<file path="config.mk">
export PLATFORM = sky130hd
export DESIGN_NAME = led_control
export DESIGN_NICKNAME = d
export VERILOG_FILES = /design/src/source/led_pkg.sv /design/src/source/cylon_scanner.sv /design/src/source/error_indicator.sv /design/src/source/led_control.sv /design/src/source/pulse_stretcher.sv /design/src/source/rate_counter.sv
export SDC_FILE = /design/constraint.sdc
export NUM_CORES = 1
export LEC_CHECK = 0
export BUFFER_PORTS_ARGS = -buffer_cell sky130_fd_sc_hd__buf_2
export CAP_MARGIN = 20
export CORE_ASPECT_RATIO = 1.2
export CORE_MARGIN = 4
export CORE_UTILIZATION = 39
export DETAILED_ROUTE_END_ITERATION = 16
export GPL_TIMING_DRIVEN = 1
export HOLD_SLACK_MARGIN = 0.03
export PLACE_DENSITY = 0.62
export RECOVER_POWER = 50
export SYNTH_ARGS = -nofsm -noshare
export SYNTH_HDL_FRONTEND = slang
export SYNTH_SLANG_ARGS = --single-unit
</file>
<file path="constraint.sdc">
create_clock -name clock -period 3.2 [get_ports clock]
set_clock_uncertainty 0.15 [all_clocks]
set_input_delay 0.16 -clock clock [delete_from_list [all_inputs] [get_ports clock]]
set_output_delay 0.16 -clock clock [all_outputs]
set_load 0.03 [all_outputs]
</file>
<file path="src/source/led_pkg.sv">
package led_pkg;

  // --------------------------------------------------------------------------
  // display geometry and rate scaling
  // --------------------------------------------------------------------------

  // bar leds on the front panel
  localparam int unsigned bar_leds = 12;

  // sixteen gate windows per second, so sum times 16
  localparam int unsigned rate_shift = 4;

  // rate worth one lit bar led
  localparam int unsigned bar_step = 100;

  // --------------------------------------------------------------------------
  // board default periods, in clock cycles
  // --------------------------------------------------------------------------

  // board clock over 16
  localparam int unsigned default_gate_cycles  = 2504937;
  localparam int unsigned default_scan_cycles  = 2500000;
  // heartbeat and error blink half-period
  localparam int unsigned default_blink_cycles = 1048576;
  localparam int unsigned default_flash_cycles = 4000000;

  // error patterns, alternate leds lit
  localparam logic [15:0] err_pattern_a = 16'h5555;
  localparam logic [15:0] err_pattern_b = 16'hAAAA;

  // --------------------------------------------------------------------------
  // types
  // --------------------------------------------------------------------------

  // one bit per front-panel led
  typedef logic [15:0] led_word_t;
  // thermometer bar
  typedef logic [bar_leds-1:0] bar_t;
  // clusters seen in one clock cycle
  typedef logic [7:0] cluster_count_t;
  // cluster rate, counts per second
  typedef logic [31:0] rate_t;

  // scanner sweep direction
  typedef enum logic {
    scan_up,
    scan_down
  } scan_dir_t;

endpackage

</file>
<file path="src/source/cylon_scanner.sv">
`timescale 1ns/1ps

module cylon_scanner #(
  parameter int unsigned scan_cycles = led_pkg::default_scan_cycles
) (
  input  logic          clock,
  input  logic          reset,
  output led_pkg::bar_t scan_bar
);

  import led_pkg::*;

  localparam int unsigned tick_bits = $clog2(scan_cycles + 1);
  localparam logic [tick_bits-1:0] tick_last = tick_bits'(scan_cycles - 1);

  logic [tick_bits-1:0] tick_count;
  logic                 tick;
  bar_t                 position;
  scan_dir_t            direction;

  // --------------------------------------------------------------------------
  // move divider
  // --------------------------------------------------------------------------

  assign tick = (tick_count == tick_last);

  always_ff @(posedge clock) begin
    if (reset || tick) begin
      tick_count <= '0;
    end else begin
      tick_count <= tick_count + 1'b1;
    end
  end

  // --------------------------------------------------------------------------
  // one-hot position and direction
  // --------------------------------------------------------------------------

  always_ff @(posedge clock) begin
    if (reset) begin
      position  <= bar_t'(1);
      direction <= scan_up;
    end else if (tick) begin
      case (direction)
        scan_up: begin
          position <= position << 1;
          // about to land on the top led, turn around
          if (position[bar_leds-2]) direction <= scan_down;
        end
        default: begin
          position <= position >> 1;
          // about to land on bit 0
          if (position[1]) direction <= scan_up;
        end
      endcase
    end
  end

  assign scan_bar = position;

endmodule

</file>
<file path="src/source/error_indicator.sv">
`timescale 1ns/1ps

module error_indicator #(
  parameter int unsigned blink_cycles = led_pkg::default_blink_cycles
) (
  input  logic               clock,
  input  logic               reset,
  input  logic               unlocked,
  output led_pkg::led_word_t err_leds
);

  import led_pkg::*;

  localparam int unsigned blink_bits = $clog2(blink_cycles + 1);
  localparam logic [blink_bits-1:0] blink_last = blink_bits'(blink_cycles - 1);

  logic [blink_bits-1:0] blink_count;
  // low selects pattern a
  logic                  phase;

  // --------------------------------------------------------------------------
  // blink divider, only runs while unlocked
  // --------------------------------------------------------------------------

  always_ff @(posedge clock) begin
    if (reset || !unlocked) begin
      // hold at pattern a while locked
      blink_count <= '0;
      phase       <= 1'b0;
    end else if (blink_count == blink_last) begin
      blink_count <= '0;
      phase       <= ~phase;
    end else begin
      blink_count <= blink_count + 1'b1;
    end
  end

  // pattern select
  assign err_leds = phase ? err_pattern_b : err_pattern_a;

endmodule

</file>
<file path="src/source/led_control.sv">
`timescale 1ns/1ps

module led_control #(
  parameter int unsigned gate_cycles  = led_pkg::default_gate_cycles,
  parameter int unsigned scan_cycles  = led_pkg::default_scan_cycles,
  parameter int unsigned blink_cycles = led_pkg::default_blink_cycles,
  parameter int unsigned flash_cycles = led_pkg::default_flash_cycles
) (
  input  logic                    clock,
  input  logic                    reset,
  input  logic                    mmcm_locked,
  input  logic                    gbt_rxready,
  input  logic                    gbt_rxvalid,
  input  logic                    gbt_request_received,
  input  led_pkg::cluster_count_t cluster_count,
  output led_pkg::rate_t          cluster_rate,
  output led_pkg::led_word_t      led_out
);

  import led_pkg::*;

  localparam int unsigned beat_bits = $clog2(blink_cycles + 1);
  localparam logic [beat_bits-1:0] beat_last = beat_bits'(blink_cycles - 1);

  bar_t                 progress_bar;
  bar_t                 scan_bar;
  led_word_t            err_leds;
  logic                 flash;
  logic [beat_bits-1:0] beat_count;
  logic                 heartbeat;
  logic                 first_cluster_seen;
  led_word_t            logic_word;
  led_word_t            led_word;

  // --------------------------------------------------------------------------
  // pattern sources
  // --------------------------------------------------------------------------

  rate_counter #(.gate_cycles(gate_cycles)) u_rate_counter (
    .clock        (clock),
    .reset        (reset),
    .increment    (cluster_count),
    .rate         (cluster_rate),
    .progress_bar (progress_bar)
  );

  // sweeps until the first cluster shows up
  cylon_scanner #(.scan_cycles(scan_cycles)) u_cylon_scanner (
    .clock    (clock),
    .reset    (reset),
    .scan_bar (scan_bar)
  );

  error_indicator #(.blink_cycles(blink_cycles)) u_error_indicator (
    .clock    (clock),
    .reset    (reset),
    .unlocked (!mmcm_locked),
    .err_leds (err_leds)
  );

  // link request flash
  pulse_stretcher #(.flash_cycles(flash_cycles)) u_pulse_stretcher (
    .clock   (clock),
    .reset   (reset),
    .trigger (gbt_request_received),
    .flash   (flash)
  );

  // --------------------------------------------------------------------------
  // heartbeat and first-cluster latch
  // --------------------------------------------------------------------------

  always_ff @(posedge clock) begin
    if (reset) begin
      beat_count <= '0;
      heartbeat  <= 1'b0;
    end else if (beat_count == beat_last) begin
      beat_count <= '0;
      heartbeat  <= ~heartbeat;
    end else begin
      beat_count <= beat_count + 1'b1;
    end
  end

  // sticky until reset, ends cylon mode
  always_ff @(posedge clock) begin
    if (reset) first_cluster_seen <= 1'b0;
    else if (cluster_count != '0) first_cluster_seen <= 1'b1;
  end

  // --------------------------------------------------------------------------
  // mode mux and output register
  // --------------------------------------------------------------------------

  // bit 14 reserved, link clock blinker not present
  assign logic_word = {gbt_rxready & gbt_rxvalid, 1'b0, heartbeat, flash, progress_bar};

  always_comb begin
    if (!mmcm_locked) led_word = err_leds;
    else if (!first_cluster_seen) led_word = {logic_word[15:bar_leds], scan_bar};
    else led_word = logic_word;
  end

  always_ff @(posedge clock) begin
    if (reset) led_out <= '0;
    else led_out <= led_word;
  end

endmodule

</file>
<file path="src/source/pulse_stretcher.sv">
`timescale 1ns/1ps

module pulse_stretcher #(
  parameter int unsigned flash_cycles = led_pkg::default_flash_cycles
) (
  input  logic clock,
  input  logic reset,
  input  logic trigger,
  output logic flash
);

  localparam int unsigned flash_bits = $clog2(flash_cycles + 1);
  localparam logic [flash_bits-1:0] flash_load = flash_bits'(flash_cycles);

  // cycles of flash still to show
  logic [flash_bits-1:0] remaining;

  // load on trigger, retrigger restarts the count
  always_ff @(posedge clock) begin
    if (reset) begin
      remaining <= '0;
    end else if (trigger) begin
      remaining <= flash_load;
    end else if (remaining != '0) begin
      remaining <= remaining - 1'b1;
    end
  end

  // lit while counting down
  assign flash = (remaining != '0);

endmodule

</file>
<file path="src/source/rate_counter.sv">
`timescale 1ns/1ps

module rate_counter #(
  parameter int unsigned gate_cycles = led_pkg::default_gate_cycles
) (
  input  logic                    clock,
  input  logic                    reset,
  input  led_pkg::cluster_count_t increment,
  output led_pkg::rate_t          rate,
  output led_pkg::bar_t           progress_bar
);

  import led_pkg::*;

  // gate counter width, wide enough to hold gate_cycles - 1
  localparam int unsigned gate_bits = $clog2(gate_cycles + 1);
  localparam logic [gate_bits-1:0] gate_last = gate_bits'(gate_cycles - 1);

  logic [gate_bits-1:0] gate_count;
  logic                 window_end;
  rate_t                accumulator;
  rate_t                window_sum;

  // --------------------------------------------------------------------------
  // gate window
  // --------------------------------------------------------------------------

  // high on the last cycle of each window
  assign window_end = (gate_count == gate_last);

  // windows run back to back from the first cycle after reset
  always_ff @(posedge clock) begin
    if (reset) begin
      gate_count <= '0;
    end else if (window_end) begin
      gate_count <= '0;
    end else begin
      gate_count <= gate_count + 1'b1;
    end
  end

  // --------------------------------------------------------------------------
  // accumulate and latch
  // --------------------------------------------------------------------------

  // sum including this cycle's count
  assign window_sum = accumulator + rate_t'(increment);

  always_ff @(posedge clock) begin
    if (reset) begin
      accumulator <= '0;
      rate        <= '0;
    end else if (window_end) begin
      // last count goes into this window, next window starts empty
      accumulator <= '0;
      rate        <= window_sum << rate_shift;
    end else begin
      accumulator <= window_sum;
    end
  end

  // --------------------------------------------------------------------------
  // thermometer bar
  // --------------------------------------------------------------------------

  // led i lit once rate reaches (i + 1) steps
  // saturates naturally at bar_leds
  always_comb begin
    progress_bar = '0;
    for (int i = 0; i < bar_leds; i++) begin
      progress_bar[i] = (rate >= rate_t'((i + 1) * bar_step));
    end
  end

endmodule
</file>
==> metrics.md <==
| Metric | Value |
|---|---|
| Status | completed |
| Core Rows | 59 |
| Worst Hold Class | primary input to flop |
| Nets@finish | 1059 |
| Vias/cell | 5.20 |
| Top cells by count, synth | 196 x dfxtp_1, 183 x nor2_1, 83 x xor2_1, 46 x nand2_1, 45 x nand3_1 |
| Synth area leader | dfxtp_1 |
| CTS Buffer Depth | 2 |
| # IOs | 62 |
| Area grow syn2layout | 13.1% |
| Crit path DAT | 2940 ps |
| Core Region | 0.0217 sq mm |
| GRT Total Usage | 0.157 |
| First-pass GRT wire length | 31.3 mm |
| Post-Syn Area | 0.00859 sq mm |
| RSZ-0062 raised after global routing | false |
| Placed insts | 1276 |
| Clock buffer count from CTS | 17 |
| Max-capacitance violation count | 0 |
| Gp weighted congestion | 0.799 |
| Required time of the worst setup path | 3350 ps |
| Cell Area, Placed | 0.00915 sq mm |
| Routed Antenna Nets | 0 |
| Root buffer cell | clkbuf_16 |
| Post-CTS Resized | 0 |
| PortBufs | 57 |
| Fin crit period | 2790 ps |
| Post-Route WL | 19.0 mm |
| CTS tree | yes |
| Slew HR | 0.402 |
| Die area | 0.0245 sq mm |
| Vias | 6844 |
| Setup TNS | 0 ps |
| Post-synthesis sequential area ratio | 0.457 |
| Max-slew violation count | 0 |
| Cell variety after synth | 59 |
| Non-Filler Instances | 1316 |
| Syn Area/Cell | 8.88 sq um |
| Vias in the first global route | 6362 |
| Actual slew at the worst max-slew pin | 894 ps |
| CP Capture Type | flop |
| PwrDens | 556 mW/mm^2 |
| P_leak | 0.00337 uW |
| GRT overflow | 0 |
| CP Launch Type | flop |
| Tcrit/Tclk final | 0.873 |
| Top_reg_cell synth | dfxtp_1 |
| CTS Sinks | 196 |
| Initial Util | 0.396 |
| Die height | 171 microns |
| Crit-path max FO | 22 |
| Yosys reg bits | 196 |
| Largest cells by area after synthesis | dfxtp_1 46%, xor2_1 8.5%, nor2_1 8.0% |
| Worst-path clk slew | 70 ps |
| H-Tree Depth | 4 |
| Initial antenna violation count | 0 |
| Post-route cell area | 0.00972 sq mm |
| 1st-pass router iterations | 5 |
| Post-synth ARST share | 0 |
| DP Wirelength | 13.5 mm |
| EDFF count, synth | 0 |
| Top-area cell type share of the netlist area | 0.457 |
| Clock latency on the worst-skew pair | 430 ps |
| Largest net degree at the start of global routing | 32 |
| Final hold viol count | 0 |
| Die width | 143 microns |
| # setup viols final | 0 |
| Pre-CTS setup slack | 740 ps |
| Share of layout cells above drive strength 1 | 0.0624 |
| Most common cell in the netlist | dfxtp_1 |
| Ant diodes | 0 |
| Critical path class | flop to flop |
| Peak VDD IR | 345 uV |
| Achievable Freq | 0.358 GHz |
| Syn. warnings | 0 |
| Routed wire per std cell | 14.4 microns |
| Setup ws final | 406 ps |
| DRC viols | 0 |
| # fillers | 2182 |
| Initial drt markers | 314 |
| Register area | 0.00392 sq mm |
| Post-Synthesis Cells | 968 |
| Multi-input gate area | 0.00440 sq mm |
flip-flops by register name, indices dropped and copies added (netlist names):
name,cells
u_cylon_scanner.tick_count,22
u_error_indicator.phase,1
first_cluster_seen,1
u_rate_counter.accumulator,28
u_cylon_scanner.scan_bar,12
u_error_indicator.blink_count,21
u_pulse_stretcher.remaining,22
u_cylon_scanner.direction,1
u_rate_counter.gate_count,22
beat_count,21
heartbeat,1
u_rate_counter.rate,28
led_out,16
metrics by stage:
stage                      util  total power (uW)  hold WS (ps)
after floorplan               -              3180           165
after global placement    0.422              3370           280
after detailed placement  0.422              3370           287
after CTS                 0.452              5470          33.4
after global routing      0.448              5660          58.5
final                     0.448              5400          53.8
worst max-delay path, cell delays in order, from the launching register on:
cell and delay (ps):
dfxtp_1 390, nand3_1 160, or4_1 500, nor4_1 700, or2_0 210, clkbuf_2 440, nor2_1 110
layout by cell type, fill, tap and decap left out, drive strengths merged, types with 3 or more instances in the layout:
master / count
dfxtp: 196
nor2: 183
xor2: 83
clkbuf: 68
nand2: 46
nand3: 45
nand4: 36
xnor2: 36
a211oi: 32
a21oi: 28
o21ai: 27
nor3: 24
inv: 24
buf: 24
nor4: 19
mux2i: 16
and3: 15
ha: 15
o211ai: 14
and2: 11
dlygate4sd3: 8
and4: 7
or2: 7
or3: 6
a31oi: 6
o2111ai: 6
or4: 5
nor2b: 5
o2bb2ai: 5
conb: 4
clkinvlp: 4
nor4b: 3
power by group:
| part | internal (uW) | switching [uW] |
|---|---|---|
| clock | 1100 | 978 |
| combinational | 273 | 464 |
| sequential | 2530 | 60.3 |
| total | 3900 | 1500 |
what timing repair did:
| action | 4_1_cts | 5_1_grt |
|---|---|---|
| setup endpoints to repair | 0 | 0 |
| setup buffers | 0 | 0 |
| endpoints found under the hold margin | 19 | 0 |
| hold buffers | 8 | 0 |
routing by layer:
layer | GRT usage | up-vias | part of all wire
li1 | - | 3529 | -
met1 | 0.207 | 3188 | 0.47
met2 | 0.257 | 112 | 0.47
met3 | 0.0352 | 15 | 0.045
met4 | 0.0475 | 0 | 0.011
met5 | 0 | - | 0
area by class of cell:
| cell class | instances | share of cell area |
|---|---|---|
| Multi-Input combinational cell | 716 | 0.453 |
| Sequential cell | 196 | 0.404 |
| Clock buffer | 18 | 0.0442 |
| Timing Repair Buffer | 82 | 0.0435 |
| Tap cell | 274 | 0.0353 |
| Clock inverter | 14 | 0.0144 |
| Inverter | 16 | 0.00618 |
cells by family (layout without fill, tap and decap cells):
kind of cell,Yosys count,in the layout,synth area share
buffers and inverters,59,130,0.0312
adder cells (fa/ha/maj),16,16,0.0242
AND/OR/NAND/NOR,422,422,0.239
multiplexers,16,16,0.0186
XOR/XNOR,119,119,0.121
AO/OA/AOI/OAI,139,139,0.109
other,1,4,0.000436
flip-flops,196,196,0.457
final timing paths:
check / startpoint / end / slack [ps] / cells after the start
setup / recovery: u_rate_counter.gate_count[5] / u_rate_counter.accumulator[8] / 410 / 6
hold / removal: cluster_count[1] / u_rate_counter.accumulator[1] / 50 / 3
setup reg to reg: u_rate_counter.gate_count[5] / u_rate_counter.accumulator[8] / 410 / 6
hold reg to reg: beat_count[0] / beat_count[0] / 300 / 1
No activity file was read; power rests on OpenSTA's default activity.
